==> src/rtl/axird_params.svh <==
// Bus widths and FIFO sizing that the package, RTL and testbench of the AXI read bridge include
`ifndef AXIRD_PARAMS_SVH
`define AXIRD_PARAMS_SVH

`define AXIRD_DATA_W     32
`define AXIRD_ADDR_W     32
`define AXIRD_ID_W       4
`define AXIRD_USER_W     4

// Depth must stay a power of two
`define AXIRD_FIFO_DEPTH 16
`define AXIRD_PTR_W      4

// Holds depth plus one full 256-beat burst
`define AXIRD_CREDIT_W   10

`endif

==> src/rtl/axird_pkg.sv <==
// Channel beat types shared by the AXI read bridge RTL and its testbench
`default_nettype none

`include "axird_params.svh"

package axird_pkg;

    // One AR channel beat
    typedef struct packed {
        logic [`AXIRD_ID_W-1:0]   id;
        logic [`AXIRD_ADDR_W-1:0] addr;
        logic [7:0]               len;
        logic [2:0]               size;
        logic [1:0]               burst;
        logic                     lock;
        logic [3:0]               cache;
        logic [2:0]               prot;
        logic [3:0]               qos;
        logic [3:0]               region;
        logic [`AXIRD_USER_W-1:0] user;
    } ar_beat_t;

    // One R channel beat
    typedef struct packed {
        logic [`AXIRD_ID_W-1:0]   id;
        logic [`AXIRD_DATA_W-1:0] data;
        logic [1:0]               resp;
        logic                     last;
        logic [`AXIRD_USER_W-1:0] user;
    } r_beat_t;

endpackage

`default_nettype wire

==> src/rtl/axird_ar_gate_fsm.sv <==
// Read-address gate that holds each accepted AR beat until the credit counter reports room
`timescale 1ns/10ps
`default_nettype none

module axird_ar_gate_fsm (
    input  wire logic               clk,
    input  wire logic               rst,
    input  wire axird_pkg::ar_beat_t s_ar,
    input  wire logic               s_arvalid,
    output logic                    s_arready,
    output axird_pkg::ar_beat_t     m_ar,
    output logic                    m_arvalid,
    input  wire logic               m_arready,
    input  wire logic               room,
    output logic                    grant,
    output logic [7:0]              grant_len
);

    typedef enum logic {IDLE, WAIT} state_t;

    state_t              state_q, state_d;
    logic                s_arready_q, s_arready_d;
    logic                m_arvalid_q, m_arvalid_d;
    logic                load_ar;
    axird_pkg::ar_beat_t ar_q;

    // Length under test is the held beat while waiting, else the incoming one
    assign grant_len = (state_q == WAIT) ? ar_q.len : s_ar.len;

    always_comb begin
        state_d     = state_q;
        s_arready_d = s_arready_q;
        m_arvalid_d = m_arvalid_q && !m_arready;
        grant       = 1'b0;
        load_ar     = 1'b0;

        case (state_q)
            IDLE: begin
                s_arready_d = !m_arvalid_q;
                if (s_arvalid && s_arready_q) begin
                    s_arready_d = 1'b0;
                    load_ar     = 1'b1;
                    if (room) begin
                        grant       = 1'b1;
                        m_arvalid_d = 1'b1;
                    end else begin
                        state_d = WAIT;
                    end
                end
            end
            WAIT: begin
                s_arready_d = 1'b0;
                if (room) begin
                    grant       = 1'b1;
                    m_arvalid_d = 1'b1;
                    state_d     = IDLE;
                end
            end
            default: state_d = IDLE;
        endcase
    end

    always_ff @(posedge clk) begin
        if (rst) begin
            state_q     <= IDLE;
            s_arready_q <= 1'b0;
            m_arvalid_q <= 1'b0;
        end else begin
            state_q     <= state_d;
            s_arready_q <= s_arready_d;
            m_arvalid_q <= m_arvalid_d;
        end
    end

    always_ff @(posedge clk) begin
        if (load_ar) begin
            ar_q <= s_ar;
        end
    end

    assign s_arready = s_arready_q;
    assign m_arvalid = m_arvalid_q;
    assign m_ar      = ar_q;

endmodule

`default_nettype wire

==> src/rtl/axird_burst_credit.sv <==
// Tracks FIFO slots reserved by forwarded bursts and decides whether the next burst fits
`timescale 1ns/10ps
`default_nettype none

`include "axird_params.svh"

module axird_burst_credit (
    input  wire logic       clk,
    input  wire logic       rst,
    input  wire logic       grant,
    input  wire logic [7:0] grant_len,
    input  wire logic       pop,
    output logic            room
);

    logic [`AXIRD_CREDIT_W-1:0] count_q;
    logic [`AXIRD_CREDIT_W-1:0] burst_beats;
    logic [`AXIRD_CREDIT_W-1:0] add_beats;
    logic [`AXIRD_CREDIT_W-1:0] sub_beats;

    assign burst_beats = {{(`AXIRD_CREDIT_W-8){1'b0}}, grant_len} + 1'b1;
    assign add_beats   = grant ? burst_beats : '0;
    assign sub_beats   = {{(`AXIRD_CREDIT_W-1){1'b0}}, pop};

    // Nothing outstanding lets any burst through including one larger than the FIFO
    assign room = (count_q == '0) || (count_q + burst_beats <= `AXIRD_FIFO_DEPTH);

    always_ff @(posedge clk) begin
        if (rst) begin
            count_q <= '0;
        end else begin
            count_q <= count_q + add_beats - sub_beats;
        end
    end

endmodule

`default_nettype wire

==> src/rtl/axird_r_fifo.sv <==
// Read-beat FIFO with a prefetch stage and registered upstream output
`timescale 1ns/10ps
`default_nettype none

`include "axird_params.svh"

module axird_r_fifo (
    input  wire logic              clk,
    input  wire logic              rst,
    input  wire axird_pkg::r_beat_t m_r,
    input  wire logic              m_rvalid,
    output logic                   m_rready,
    output axird_pkg::r_beat_t     s_r,
    output logic                   s_rvalid,
    input  wire logic              s_rready,
    output logic                   pop
);

    axird_pkg::r_beat_t mem [`AXIRD_FIFO_DEPTH];

    // Extra top bit tells full from empty
    logic [`AXIRD_PTR_W:0] wr_ptr_q;
    logic [`AXIRD_PTR_W:0] rd_ptr_q;

    logic               full;
    logic               empty;
    logic               write;
    logic               read;
    logic               load_out;
    logic               pf_valid_q;
    axird_pkg::r_beat_t pf_q;
    logic               s_rvalid_q;
    axird_pkg::r_beat_t s_r_q;

    assign full  = (wr_ptr_q[`AXIRD_PTR_W] != rd_ptr_q[`AXIRD_PTR_W]) &&
                   (wr_ptr_q[`AXIRD_PTR_W-1:0] == rd_ptr_q[`AXIRD_PTR_W-1:0]);
    assign empty = (wr_ptr_q == rd_ptr_q);

    assign m_rready = !full;
    assign write    = m_rvalid && !full;

    // Output register takes a new beat when empty or draining
    assign load_out = s_rready || !s_rvalid_q;
    assign read     = (load_out || !pf_valid_q) && !empty;

    always_ff @(posedge clk) begin
        if (rst) begin
            wr_ptr_q <= '0;
        end else if (write) begin
            wr_ptr_q <= wr_ptr_q + 1'b1;
        end
    end

    always_ff @(posedge clk) begin
        if (write) begin
            mem[wr_ptr_q[`AXIRD_PTR_W-1:0]] <= m_r;
        end
    end

    always_ff @(posedge clk) begin
        if (rst) begin
            rd_ptr_q   <= '0;
            pf_valid_q <= 1'b0;
            s_rvalid_q <= 1'b0;
        end else begin
            if (read) begin
                rd_ptr_q <= rd_ptr_q + 1'b1;
            end
            if (load_out || !pf_valid_q) begin
                pf_valid_q <= !empty;
            end
            if (load_out) begin
                s_rvalid_q <= pf_valid_q;
            end
        end
    end

    always_ff @(posedge clk) begin
        if (read) begin
            pf_q <= mem[rd_ptr_q[`AXIRD_PTR_W-1:0]];
        end
        if (load_out) begin
            s_r_q <= pf_q;
        end
    end

    assign s_r      = s_r_q;
    assign s_rvalid = s_rvalid_q;
    assign pop      = s_rvalid_q && s_rready;

endmodule

`default_nettype wire

==> src/rtl/axird_bridge.sv <==
// Top level of the AXI4 read bridge that sits between a read master and a read slave
`timescale 1ns/10ps
`default_nettype none

module axird_bridge (
    input  wire logic               clk,
    input  wire logic               rst,

    // Upstream, facing the read master
    input  wire axird_pkg::ar_beat_t s_ar,
    input  wire logic               s_arvalid,
    output logic                    s_arready,
    output axird_pkg::r_beat_t      s_r,
    output logic                    s_rvalid,
    input  wire logic               s_rready,

    // Downstream, facing the read slave
    output axird_pkg::ar_beat_t     m_ar,
    output logic                    m_arvalid,
    input  wire logic               m_arready,
    input  wire axird_pkg::r_beat_t  m_r,
    input  wire logic               m_rvalid,
    output logic                    m_rready
);

    logic       grant;
    logic [7:0] grant_len;
    logic       room;
    logic       pop;

    axird_ar_gate_fsm u_ar_gate (
        .clk       (clk),
        .rst       (rst),
        .s_ar      (s_ar),
        .s_arvalid (s_arvalid),
        .s_arready (s_arready),
        .m_ar      (m_ar),
        .m_arvalid (m_arvalid),
        .m_arready (m_arready),
        .room      (room),
        .grant     (grant),
        .grant_len (grant_len)
    );

    axird_burst_credit u_credit (
        .clk       (clk),
        .rst       (rst),
        .grant     (grant),
        .grant_len (grant_len),
        .pop       (pop),
        .room      (room)
    );

    axird_r_fifo u_r_fifo (
        .clk      (clk),
        .rst      (rst),
        .m_r      (m_r),
        .m_rvalid (m_rvalid),
        .m_rready (m_rready),
        .s_r      (s_r),
        .s_rvalid (s_rvalid),
        .s_rready (s_rready),
        .pop      (pop)
    );

endmodule

`default_nettype wire

==> config.mk <==
export PLATFORM = sky130hd
export DESIGN_NAME = axird_bridge
export DESIGN_NICKNAME = d
export VERILOG_FILES = /design/src/rtl/axird_pkg.sv /design/src/rtl/axird_ar_gate_fsm.sv /design/src/rtl/axird_burst_credit.sv /design/src/rtl/axird_r_fifo.sv /design/src/rtl/axird_bridge.sv
export VERILOG_INCLUDE_DIRS = /design/src /design/src/rtl
export SDC_FILE = /design/constraint.sdc
export NUM_CORES = 1
export LEC_CHECK = 0
export BUFFER_PORTS_ARGS = -buffer_cell sky130_fd_sc_hd__clkbuf_2
export CAP_MARGIN = 20
export CORE_ASPECT_RATIO = 0.75
export CORE_UTILIZATION = 40
export CTS_BUF_LIST = sky130_fd_sc_hd__clkbuf_4 sky130_fd_sc_hd__clkbuf_8 sky130_fd_sc_hd__clkbuf_16
export CTS_CLUSTER_DIAMETER = 60
export DETAILED_ROUTE_END_ITERATION = 7
export SYNTH_ARGS = -nofsm -noshare
export SYNTH_HDL_FRONTEND = slang
export SYNTH_SLANG_ARGS = --single-unit
==> constraint.sdc <==
create_clock -name clk -period 11.68 [get_ports clk]
set_input_delay 0.584 -clock clk [delete_from_list [all_inputs] [get_ports clk]]
set_output_delay 0.584 -clock clk [all_outputs]
set_load 0.1 [all_outputs]
# Word level (Yosys, flattened, before mapping)
# Memory sizes are Yosys's and may differ from the RTL's. A register that Yosys moved wholly into a read port is not among the register bits.
# Cells that the tools add are included.
[classes]
add_sub_neg = 6
bitwise = 1
muxes = 17
reduce_logical = 16
order_cmp = 1
n_eq_ne = 3
[op_table]
columns = ["cell", "n"]
rows = [
  ["<= comparator 32 x 5 -> 1 bit, second input constant", 1],
  ["adder 10 x 10 -> 11 bit", 1],
  ["two-way mux 1 bit", 11],
  ["adder 10 bit", 1],
  ["adder 5 x 1 -> 5 bit, second input constant", 2],
  ["zero test 10 bit", 1],
  ["two-way mux 10 bit", 1],
  ["subtractor 10 x 1 -> 10 bit", 1],
  ["adder 8 x 1 -> 9 bit, second input constant", 1],
  ["two-way mux 8 bit", 1],
  ["one-hot mux 1 bit (2 select lines)", 4],
  ["logical AND 1 bit", 6],
  ["zero test 1 bit", 6],
  ["== test 5 bit", 1],
  ["== test 4 bit", 1],
  ["logical OR 1 bit", 3],
  ["inequality test 1 bit", 1],
  ["inverter 1 bit", 1],
]
[word_totals]
output_inout_bits = 116
mem_bits_rw = 688
wordCells = 69
ff_bits = 137
n_memories = 1
input_bits = 118
[memory_table]
columns = ["name", "depth", "width", "rd", "rd_clocked_by_memory_dff", "wr", "line", "text"]
rows = [
  ["u_r_fifo.mem", 16, 43, 1, 1, 1, "axird_r_fifo.sv:19", "axird_pkg::r_beat_t mem [`AXIRD_FIFO_DEPTH];"],
]

# Depth between registers and ports, before layout
# Gate-level depths: netlist of run 1.
[depth]
word_depth = 11
depth_mapped = 25
depth_no_buf = 23

# Hierarchy
# Synthesis of run 1 repeated with hierarchy kept, for this count alone.
[unflattened]
cells_unflattened = 1517
area_unflattened_um2 = 33019.2
[modules_own_cells]
columns = ["mod", "cells_per_inst", "seq_area_each_um2", "area_each_um2", "instances"]
rows = [
  ["axird_r_fifo", 1227, 23482.5, 29211.8, 1],
  ["axird_ar_gate_fsm", 90, 2132.0, 2299.7, 1],
  ["axird_burst_credit", 200, 200.2, 1507.7, 1],
]

# Worst setup path before layout of run 1
# No wires, ideal clock.
[synth_path]
kind = "reg-to-reg"
from = "register u_ar_gate.ar_q (netlist bit u_ar_gate.m_ar[25])"
to = "register u_credit.count_q[8]"
arrival_time_ns = 5.372
t_required_ns = 11.559
synth_period_minus_slack_ns = 5.493
setup_ns = 0.121
n_path_buf = 1
slack_ns = 6.187
path_stages_with_launch = 25
cell_sequence = "edfxtp_1 mux2i_1 inv_1 ha_1 o21ai_0 nor2_1 xnor2_1 mux2i_1 ha_1 inv_1 a211o_1 a32o_1 a211oi_2 a41o_1 buf_6 nand3_1 ha_1 inv_1 ha_1 nor2b_1 o21ai_0 a21boi_0 o21a_1 o41ai_1 mux2_2"
[synth_via]
elab_chain_cells = 11
[synth_lines]
columns = ["item", "line", "text"]
rows = [
  ["start: declaration", "axird_ar_gate_fsm.sv:25", "axird_pkg::ar_beat_t ar_q;"],
  ["start signal: assignment", "axird_ar_gate_fsm.sv:77", "ar_q <= s_ar;"],
  ["two-way mux 8 bit *", "axird_ar_gate_fsm.sv:28", "assign grant_len = (state_q == WAIT) ? ar_q.len : s_ar.len;"],
  ["adder 8 x 1 -> 9 bit *", "axird_burst_credit.sv:21", "assign burst_beats = {{(`AXIRD_CREDIT_W-8){1'b0}}, grant_len} + 1'b1;"],
  ["adder 10 x 10 -> 11 bit", "axird_burst_credit.sv:26", "assign room = (count_q == '0) || (count_q + burst_beats <= `AXIRD_FIFO_DEPTH);"],
  ["<= comparator 32 x 5 -> 1 bit (no line)", "--", ""],
  ["logical OR 1 bit", "axird_burst_credit.sv:26", ""],
  ["two-way mux 1 bit", "axird_ar_gate_fsm.sv:43, axird_ar_gate_fsm.sv:53", ""],
  ["two-way mux 1 bit", "axird_ar_gate_fsm.sv:40", "if (s_arvalid && s_arready_q) begin"],
  ["one-hot mux 1 bit (2 select lines)", "axird_ar_gate_fsm.sv:37", "case (state_q)"],
  ["two-way mux 10 bit *", "axird_burst_credit.sv:22", "assign add_beats = grant ? burst_beats : '0;"],
  ["adder 10 bit *", "axird_burst_credit.sv:32", "count_q <= count_q + add_beats - sub_beats;"],
  ["subtractor 10 x 1 -> 10 bit *", "axird_burst_credit.sv:32", ""],
  ["end signal: assignment", "axird_burst_credit.sv:32", ""],
  ["end: declaration", "axird_burst_credit.sv:16", "logic [`AXIRD_CREDIT_W-1:0] count_q;"],
]
# Mark *: on every way between the ends. The rest lies on a longest branch, timed or not.
# A chain may end at the register's enable or synchronous reset.

# Worst setup path after layout of run 1
[layout_path]
from = "register u_ar_gate.state_q"
to = "register u_credit.count_q[8]"
[layout_via]
elab_chain_cells = 11
elab_cells_between_ends = 12
cone_classes = "4 x add/sub; 1 x order compare; 5 x mux; 1 x bitwise; 1 x reduce/logical"
[layout_lines]
columns = ["item", "line", "text"]
rows = [
  ["start: declaration", "axird_ar_gate_fsm.sv:21", "state_t state_q, state_d;"],
  ["start signal: assignment", "axird_ar_gate_fsm.sv:69", "state_q <= state_d;"],
  ["two-way mux 8 bit", "axird_ar_gate_fsm.sv:28", ""],
  ["adder 8 x 1 -> 9 bit", "axird_burst_credit.sv:21", ""],
  ["adder 10 x 10 -> 11 bit", "axird_burst_credit.sv:26", ""],
  ["<= comparator 32 x 5 -> 1 bit (no line)", "--", ""],
  ["logical OR 1 bit", "axird_burst_credit.sv:26", ""],
  ["two-way mux 1 bit", "axird_ar_gate_fsm.sv:43, axird_ar_gate_fsm.sv:53", ""],
  ["two-way mux 1 bit", "axird_ar_gate_fsm.sv:40", ""],
  ["one-hot mux 1 bit (2 select lines)", "axird_ar_gate_fsm.sv:37", ""],
  ["two-way mux 10 bit *", "axird_burst_credit.sv:22", ""],
  ["adder 10 bit *", "axird_burst_credit.sv:32", ""],
  ["subtractor 10 x 1 -> 10 bit *", "axird_burst_credit.sv:32", ""],
]
# Marked as above.

==> results of run 1 <==
[metal layers]
metal | GRT usage | part of all wire
met4 | 0.0371 | 0.016
met2 | 0.286 | 0.49
met3 | 0.0375 | 0.052
met1 | 0.247 | 0.44
met5 | 0 | 0.00080
[worst min-delay path by stage]
| stage | from | to | slack (ns) | cells after the start |
|---|---|---|---|---|
| floorplan | u_r_fifo.pf_q[0] | u_r_fifo.s_r[0] | 0.40 | 0 |
| global placement | u_r_fifo.pf_q[32] | u_r_fifo.s_r[32] | 0.41 | 0 |
| detailed placement | u_r_fifo.pf_q[23] | u_r_fifo.s_r[23] | 0.41 | 0 |
| CTS | s_ar[62] | u_ar_gate.m_ar[62] | 0.08 | 1 |
| global route | s_ar[62] | u_ar_gate.m_ar[62] | 0.09 | 1 |
| finish | s_ar[62] | u_ar_gate.m_ar[62] | 0.13 | 1 |
[cells by family (layout without fill, tap and decap cells)]
| kind of cell | after synthesis | after routing |
|---|---|---|
| fa+ha+maj | 35 | 35 |
| buf+inv | 96 | 458 |
| compound gates | 65 | 65 |
| xor+xnor | 24 | 24 |
| simple gates | 125 | 125 |
| flops | 868 | 868 |
| mux | 224 | 224 |
[worst register-to-register path, stage by stage, from the launching register on]
cell,delay (ns)
dfxtp_1,0.81
mux2i_1,0.50
inv_1,0.09
ha_1,0.22
o21ai_0,0.23
nor2_1,0.13
xnor2_1,0.15
mux2i_1,0.21
ha_1,0.33
o21ai_0,0.30
nor2_1,0.09
a221oi_1,0.47
a41o_1,0.50
nand3_1,0.14
ha_1,0.29
inv_1,0.04
ha_1,0.31
nor2b_1,0.15
o21ai_0,0.22
a21boi_0,0.16
o21a_1,0.22
o41ai_1,0.28
mux2_2,0.37
[power groups by stage]
stage | sequential (mW) | combinational, mW | clock (mW)
floorplan | 4.63 | 1.23 | 0
global placement | 3.99 | 2.35 | 0
detailed placement | 4.00 | 2.38 | 0
CTS | 3.94 | 2.38 | 2.77
global route | 3.96 | 2.51 | 2.88
finish | 3.93 | 2.35 | 2.71
[placed cells by master, fill, tap and decap left out, drive strengths merged, types with 2 or more instances in the layout]
cell type and count:
nand4 5, clkbuf 344, xnor2 10, fa 2
dfxtp 25, mux2i 7, a21o 3, or2 2
o22ai 2, mux4 215, mux2 2, nand2b 6
a31oi 2, clkinv 37, inv 41, clkinvlp 4
bufinv 4, nor2b 8, edfxtp 843, nor4 2
o21ai 15, a211o 2, buf 28, a221oi 2
nand2 20, ha 33, nor3 14, and3 5
nor2 45, a21oi 15, o211ai 4, or3 2
xor2 14, a21boi 3, o21a 3, nand3 12
a211oi 4
[state kept, by name, summed over array words and instances, names as in the netlist, 5 cells and up]
register and cells:
u_r_fifo.pf_q 43, u_r_fifo.mem 688, u_r_fifo.s_r 43, u_credit.count_q 10, u_r_fifo.wr_ptr_q 5, u_r_fifo.rd_ptr_q 5
u_ar_gate.m_ar 69
[area by class of cell]
| class | count | share of cell area |
|---|---|---|
| flip-flops and latches | 868 | 0.675 |
| repair buffers | 261 | 0.0363 |
| clock buffers | 111 | 0.0633 |
| inverters | 37 | 0.00363 |
| multi-input cells | 473 | 0.178 |
| clock inverters | 49 | 0.00961 |
| well taps | 1058 | 0.0346 |
[synth_stat cells (2+ instances only)]
cell / instances
buf_2: 10
o211ai_1: 3
ha_1: 33
nand2b_1: 6
a211o_1: 2
mux2i_1: 7
nor3_1: 13
inv_1: 37
and3_1: 4
mux2_2: 2
edfxtp_1: 843
or3_1: 2
nand3_1: 12
mux4_2: 215
a221oi_1: 2
a21o_1: 3
xnor2_1: 10
buf_1: 7
o21a_1: 3
clkbuf_1: 21
a31oi_1: 2
a211oi_1: 2
a21oi_1: 15
nor2_1: 45
buf_4: 12
nand2_1: 19
nand4_1: 5
fa_1: 2
nor2b_1: 8
o22ai_1: 2
xor2_1: 14
o21ai_0: 14
dfxtp_1: 25
buf_6: 9
==> flow_summary.ini, run 1 <==
[yosys]
synth_edf_count = 843
synth_top_family_by_area = multiplexers
yosysSeqAreaShare = 0.783
yosys.area_share.adder = 0.0137
synth-xor-area-share = 0.00637
ys_ff_latch = 868
synth_async_sr_flop_share = 0
synth_top_area_frac = 0.767
synth_top_cell_by_area = edfxtp_1
yosys_warnings = 0
ys.flop_type = edfxtp_1
synth_compound_area_frac = 0.0142
synthSimpleGateAreaFrac = 0.0188
synth_area_leaders = edfxtp_1 77%, mux4_2 15%, dfxtp_1 1.5%, ha_1 1.3%, nor2_1 0.51%
syn-instance-count = 1437
synth.area.mux_share = 0.150
yosys.cell_types.count = 62
synth.avg_cell_area_um2 = 23.0
synth_area_um2 = 33000
syn_nets = 1590

[pwr]
p_per_area_nw_per_um2 = 235
worst_ir_drop_vdd_v = 0.000187
comb_power_share = 0.262
power_leakage_nw = 12.5
power_mw = 8.99
switchingPower_mw = 2.88
p_int_mw = 6.11
swShare = 0.320
power_frac_seq = 0.437
clkPwrFrac = 0.302

[cts]
cts_buffers = 88
post_cts_buffers = 0
clkTransAtPathRegs_ns = 0.06
cts_root_buf = clkbuf_16
cts_hold_buffers = 0
cts.path.max_buffers = 3
cts_max_level = 3
clock-sinks = 868
insertion_delay_ns = 0.63
cts_resized = 0
cts_tree = done

[timing]
post-route-min-period_ns = 6.32
relSlewSlack = 0.287
setup_tns_ns = 0
rsz0062_at_grt = no
drv_slew = 0
tightest_slew_ns = 1.07
setup_viol = 0
setup_ws_ns = 5.36
finalHoldViolations = 0
finalCritPeriodShare = 0.541
timing.hold.ws_ns = 0.131
max_freq_ghz = 0.158
finClkSkew_ns = 0.0175

[setup_path]
crit_chain = mux2i_1 -> inv_1 -> ha_1 -> o21ai_0 -> nor2_1 -> xnor2_1 -> mux2i_1 -> ha_1 -> o21ai_0 -> nor2_1 -> a221oi_1 -> a41o_1 -> nand3_1 -> ha_1 -> inv_1 -> ha_1 -> nor2b_1 -> o21ai_0 -> a21boi_0 -> o21a_1 -> o41ai_1 -> mux2_2
r2r_start = u_ar_gate.state_q
slowest_delay_ns = 0.81
cp_common_cell = ha_1
end_kind = flop
r2r_cells = 22
required_ns = 12.19
regToRegSetupSlack_ns = 5.36
crit_cells = 22
cp-start-kind = flop
crit_path_end = u_credit.count_q[8]
cp_slowest_cell = dfxtp_1
startpoint = u_ar_gate.state_q
critical_path_class = flop to flop
reg2reg_to = u_credit.count_q[8]
worstPathArrival_ns = 6.83
cp_max_fo = 18
critPathBufInv = 2
critPathTopFamily = compound AO/OA/AOI/OAI gates

[finish]
finalNetCount = 1882
seqCellArea_um2 = 25800
area_growth_pct = 16.0
final_cells = 2857
multi_input_area_um2 = 6810
design_area_um2 = 38300
drive_above_1_share = 0.362
n_antenna_cell = 0
utilization = 0.472
nFillCells = 6640

[drt]
drt_iter0_drc = 1447
wl_per_cell_um = 25.5
num_vias = 15400
drc = 0
final_antenna_net_count = 0
wl_um = 72700
avgViaCountPerCell = 5.38
dr.pass1.iters = 5

[placement]
preCtsSetupSlack_ns = 5.51
dpl.hpwl_um = 39100
gp_congestion = 0.886
portBuffers = 233
dp_cells = 2697
dpl_cell_area_um2 = 35500

[grt]
grt_pass1_vias = 16100
grt.overflow.total = 0
grt_pass1_wl_um = 107000
grt_max_degree = 103
antenna_found_initial = 5
grt_usage = 0.176

[run]
drv_cap = 0

[floorplan]
die_x_um = 334
rows = 90
initial_utilization = 0.407
ios = 234
die-height_um = 251
core-area_um2 = 81100
die_area_um2 = 83600

[hold_path]
hold_path_class = primary input to flop

[run_status]
outcome = finished, final reports clean
(Power assumes the default switching activity.)
==> run 2: changes to the inputs <==
clock period = 5.38 ns   (was 11.68 ns; I/O delays follow)
==> run 2 against run 1 <==
Against the previous run: setup slack worse by 5.1 ns; maximum frequency is 23% higher; sequential share of layout area is 2.1 points lower; combinational power is 130% higher; register-to-register slack got worse by 5.1 ns; non-clock buffer count grew 86; largest cell class unchanged.
==> flow_summary.ini, run 2 (synthesized netlist as in run 1, its figures left out) <==
[run_status]
outcome = finished, final reports clean

[setup_path]
critPathTopFamily = compound AO/OA/AOI/OAI gates
critPathBufInv = 2
worstPathArrival_ns = 5.63
required_ns = 5.89
cp_common_cell = ha_1
cp_max_fo = 7
critical_path_class = flop to flop
end_kind = flop
cp-start-kind = flop
cp_slowest_cell = dfxtp_2
crit_chain = mux2_2 -> ha_1 -> o21ai_2 -> nor2_1 -> xnor2_1 -> mux2i_1 -> ha_1 -> inv_1 -> a221oi_1 -> o211ai_1 -> a211oi_2 -> a41o_1 -> nand3_1 -> ha_1 -> inv_1 -> ha_1 -> nor2b_1 -> o21ai_1 -> a21boi_2 -> o21a_1 -> o41ai_2 -> mux2_2
slowest_delay_ns = 0.41

[cts]
clkTransAtPathRegs_ns = 0.06
cts.path.max_buffers = 3
insertion_delay_ns = 0.64
cts_buffers = 88
clock-sinks = 868
cts_max_level = 3
cts_root_buf = clkbuf_16
cts_tree = done

[drt]
wl_um = 74800
num_vias = 15800
final_antenna_net_count = 0
wl_per_cell_um = 25.4
avgViaCountPerCell = 5.37
dr.pass1.iters = 7
drt_iter0_drc = 1320
drc = 0

[pwr]
p_per_area_nw_per_um2 = 511
worst_ir_drop_vdd_v = 0.000466
power_leakage_nw = 13.1
power_mw = 20.2

[timing]
drv_slew = 0
post-route-min-period_ns = 5.12
finClkSkew_ns = 0.0273
rsz0062_at_grt = no
tightest_slew_ns = 1.24
finalCritPeriodShare = 0.952
finalHoldViolations = 0
relSlewSlack = 0.174
max_freq_ghz = 0.195
setup_viol = 0

[placement]
dpl_cell_area_um2 = 35700
gp_congestion = 0.876
dpl.hpwl_um = 39900
portBuffers = 233

[grt]
antenna_found_initial = 5
grt_pass1_vias = 16500
grt_pass1_wl_um = 110000
grt_usage = 0.181
grt_max_degree = 167
grt.overflow.total = 0

[finish]
finalNetCount = 1968
area_growth_pct = 19.9
layout_commonest_cell = edfxtp_1
drive_above_1_share = 0.362
largest_register_ffs = 688
design_area_um2 = 39500
final_cell_mix = 843 x edfxtp_1, 233 x clkbuf_2, 215 x mux4_2

[run]
drv_cap = 0

[floorplan]
die_x_um = 334
die-height_um = 251
initial_utilization = 0.407
ios = 234
rows = 90
core-area_um2 = 81100
die_area_um2 = 83600

[hold_path]
hold_path_class = primary input to flop
run 2: cell type report:
type	instances	area [µm²]
Multi-Input combinational cell	473	6850
Sequential cell	868	25800
Clock inverter	52	642
Timing Repair Buffer	347	2340
Inverter	37	139
Tap cell	1058	1320
Antenna cell	1	2.50
Fill cell	6516	41500
Clock buffer	113	2410
run 2: per-layer routing:
layer	vias up	GRT usage	wire length, µm
li1	6782	-	-
met1	8526	0.249	32000
met2	399	0.299	37400
met3	126	0.0330	3960
met4	8	0.0434	1410
met5	-	0	46
run 2: what timing repair did:
item,in CTS,in global routing
setup buffers,1,4
pin swaps,1,4
gates resized for setup,3,8
hold buffers,71,0
endpoints found under the hold margin,71,0
setup endpoints to repair,1,4
run 2: metrics by stage:
| stage | setup TNS (ns) | hold WS [ns] | std cells | util | worst slack, ns |
|---|---|---|---|---|---|
| after global routing | 0 | 0.0405 | 2948 | 0.488 | 0.0669 |
| after global placement | 0 | 0.405 | 2706 | 0.440 | 0.0201 |
| after floorplan | 0 | 0.368 | 1437 | - | 0.00682 |
| final | 0 | 0.0319 | 2949 | 0.488 | 0.258 |
| after CTS | 0 | 0.00592 | 2943 | 0.487 | 0.0865 |
| after detailed placement | -0.224 | 0.406 | 2706 | 0.440 | -0.224 |
run 2: final timing paths:
check | end | start | depth (start not counted) | slack [ns]
worst min register to register | u_r_fifo.s_r[40] | u_r_fifo.pf_q[40] | 0 | 0.41
worst min-delay path | u_r_fifo.mem[2][34] | m_r[34] | 1 | 0.03
worst max-delay path | u_credit.count_q[8] | u_ar_gate.state_q | 22 | 0.26
worst max register to register | u_credit.count_q[8] | u_ar_gate.state_q | 22 | 0.26
run 2: worst reg2reg max path: stages, from the launching register on:
cell and delay [ns]:
dfxtp_2 0.41, mux2_2 0.36, ha_1 0.23, o21ai_2 0.10, nor2_1 0.08, xnor2_1 0.14, mux2i_1 0.12, ha_1 0.40
inv_1 0.13, a221oi_1 0.28, o211ai_1 0.19, a211oi_2 0.28, a41o_1 0.31, nand3_1 0.11, ha_1 0.29, inv_1 0.04
ha_1 0.32, nor2b_1 0.16, o21ai_1 0.19, a21boi_2 0.09, o21a_1 0.21, o41ai_2 0.22, mux2_2 0.36
run 2: where the power goes:
group | internal, mW | switching, mW
clock | 3.82 | 2.56
combinational | 1.85 | 3.54
sequential | 8.13 | 0.304
==> run 3: changes to the inputs <==
BUFFER_PORTS_ARGS = unset   (was -buffer_cell sky130_fd_sc_hd__clkbuf_2)
DONT_BUFFER_PORTS = 1   (was unset)
==> run 3 against run 2 <==
Against the previous run: via count decreased by 3.9%; utilization down 1.2 points; critical path depth is the same; register-to-register slack got worse by 0.07 ns; sequential power up 20%; critical path type unchanged; highest routed layer unchanged.
==> flow_summary.ini, run 3 (synthesized netlist as in run 1, its figures left out) <==
[run_status]
outcome = finished, final reports clean

[timing]
post-route-min-period_ns = 5.20
tightest_slew_ns = 1.09
relSlewSlack = 0.269
finalHoldViolations = 0
finalCritPeriodShare = 0.966
max_freq_ghz = 0.192
setup_tns_ns = 0
setup_viol = 0
finClkSkew_ns = 0.0144
setup_ws_ns = 0.183
drv_slew = 0

[drt]
avgViaCountPerCell = 5.50
drt_iter0_drc = 1351
dr.pass1.iters = 5
final_antenna_net_count = 0
drc = 0
wl_um = 72900
wl_per_cell_um = 26.3
num_vias = 15200

[finish]
final_cells = 2767
design_area_um2 = 38600
final_cell_mix = 843 x edfxtp_1, 215 x mux4_2, 117 x dlygate4sd3_1
seqCellArea_um2 = 25800
largest_register_ffs = 688
nFillCells = 6530
drive_above_1_share = 0.267
area_growth_pct = 16.9
layout_commonest_cell = edfxtp_1
finalNetCount = 1795
multi_input_area_um2 = 6860

[floorplan]
die_x_um = 334
ios = 234
core-area_um2 = 81100
rows = 90
die_area_um2 = 83600
die-height_um = 251
initial_utilization = 0.407

[setup_path]
crit_chain = buf_4 -> nand3b_1 -> a211oi_2 -> nand2_1 -> xor2_1 -> o22ai_1 -> ha_1 -> buf_4 -> o2111ai_1 -> o21ai_0 -> a221oi_2 -> a41o_2 -> nand3_1 -> ha_1 -> inv_1 -> ha_1 -> nor2b_1 -> o21ai_1 -> a21boi_1 -> o21a_1 -> o41ai_2 -> mux2_2
cp_slowest_cell = mux2_2
r2r_start = u_ar_gate.state_q
worstPathArrival_ns = 5.71
r2r_cells = 22
required_ns = 5.89
crit_cells = 22
critical_path_class = flop to flop
critPathBufInv = 3
critPathTopFamily = compound AO/OA/AOI/OAI gates
cp_common_cell = ha_1
cp-start-kind = flop
cp_max_fo = 14
slowest_delay_ns = 0.37
startpoint = u_ar_gate.state_q
end_kind = flop

[placement]
gp_congestion = 0.849
portBuffers = 0
dpl.hpwl_um = 39400
preCtsSetupSlack_ns = -0.107
dp_cells = 2486
dpl_cell_area_um2 = 34500

[cts]
cts_tree = done
cts_buffers = 88
clock-sinks = 868
cts.path.max_buffers = 3
insertion_delay_ns = 0.63
cts_root_buf = clkbuf_16
cts_max_level = 3
clkTransAtPathRegs_ns = 0.06

[grt]
antenna_found_initial = 7
grt.overflow.total = 0
grt_max_degree = 70
grt_usage = 0.175
grt_pass1_vias = 15800
grt_pass1_wl_um = 107000

[run]
drv_cap = 0

[hold_path]
min_from = s_arvalid
hold_path_class = primary input to flop
hold_depth = 3

[pwr]
power_mw = 19.5
worst_ir_drop_vdd_v = 0.000389
p_per_area_nw_per_um2 = 506
power_leakage_nw = 12.2
==> run 3: cell types whose count changed in the layout (fill, tap and decap cells not counted), sizes merged <==
cell,delta
clkbuf,-244
dlygate4sd3,+46
buf,+14
bufinv,-7
clkinv,+5
clkinvlp,+4
diode,+1
inv,-1
==> run 3: path summary, 6_finish.rpt <==
check | endpoint | slack, ns
worst min-delay path | u_ar_gate.s_arready | 0.19
worst max register to register | u_credit.count_q[8] | 0.18
worst max-delay path | u_credit.count_q[8] | 0.18
worst min register to register | u_r_fifo.s_r[31] | 0.42
==> run 3: cell type report <==
| cell class | count | area share |
|---|---|---|
| clock buffers | 102 | 0.0603 |
| multi-input cells | 473 | 0.178 |
| repair buffers | 174 | 0.0425 |
| clock inverters | 53 | 0.0117 |
| well taps | 1058 | 0.0343 |
| diodes | 2 | 0.000130 |
| inverters | 37 | 0.00360 |
| flip-flops and latches | 868 | 0.670 |
==> run 3: per-layer routing <==
layer,up-vias,GRT usage,routed length [µm]
li1,6427,-,-
met1,8274,0.254,33100
met2,406,0.276,35000
met3,104,0.0349,3570
met4,8,0.0384,1170
met5,-,0,55
==> run 3: through the flow <==
| stage | utilization | hold slack, ns |
|---|---|---|
| after global routing | 0.476 | 0.186 |
| after floorplan | - | 0.368 |
| after CTS | 0.474 | 0.138 |
| final | 0.476 | 0.187 |
| after global placement | 0.425 | 0.347 |
| after detailed placement | 0.425 | 0.344 |
==> run 3: power by group <==
group | switching, mW | internal (mW)
Combinational | 1.84 | 1.71
Clock | 2.51 | 3.39
Sequential | 1.91 | 8.16
Total | 6.26 | 13.3
==> run 3: what timing repair did <==
action,4_1_cts,5_1_grt
setup buffers,0,5
endpoints found under the hold margin,782,0
hold buffers,117,0
pin swaps,1,7
endpoints found under the setup margin,1,4
gates resized for setup,3,14
==> run 3: worst min-delay path, stage by stage <==
cell	delay (ns)
nand2_1	0.08
nand2b_1	0.32
nor3_1	0.08
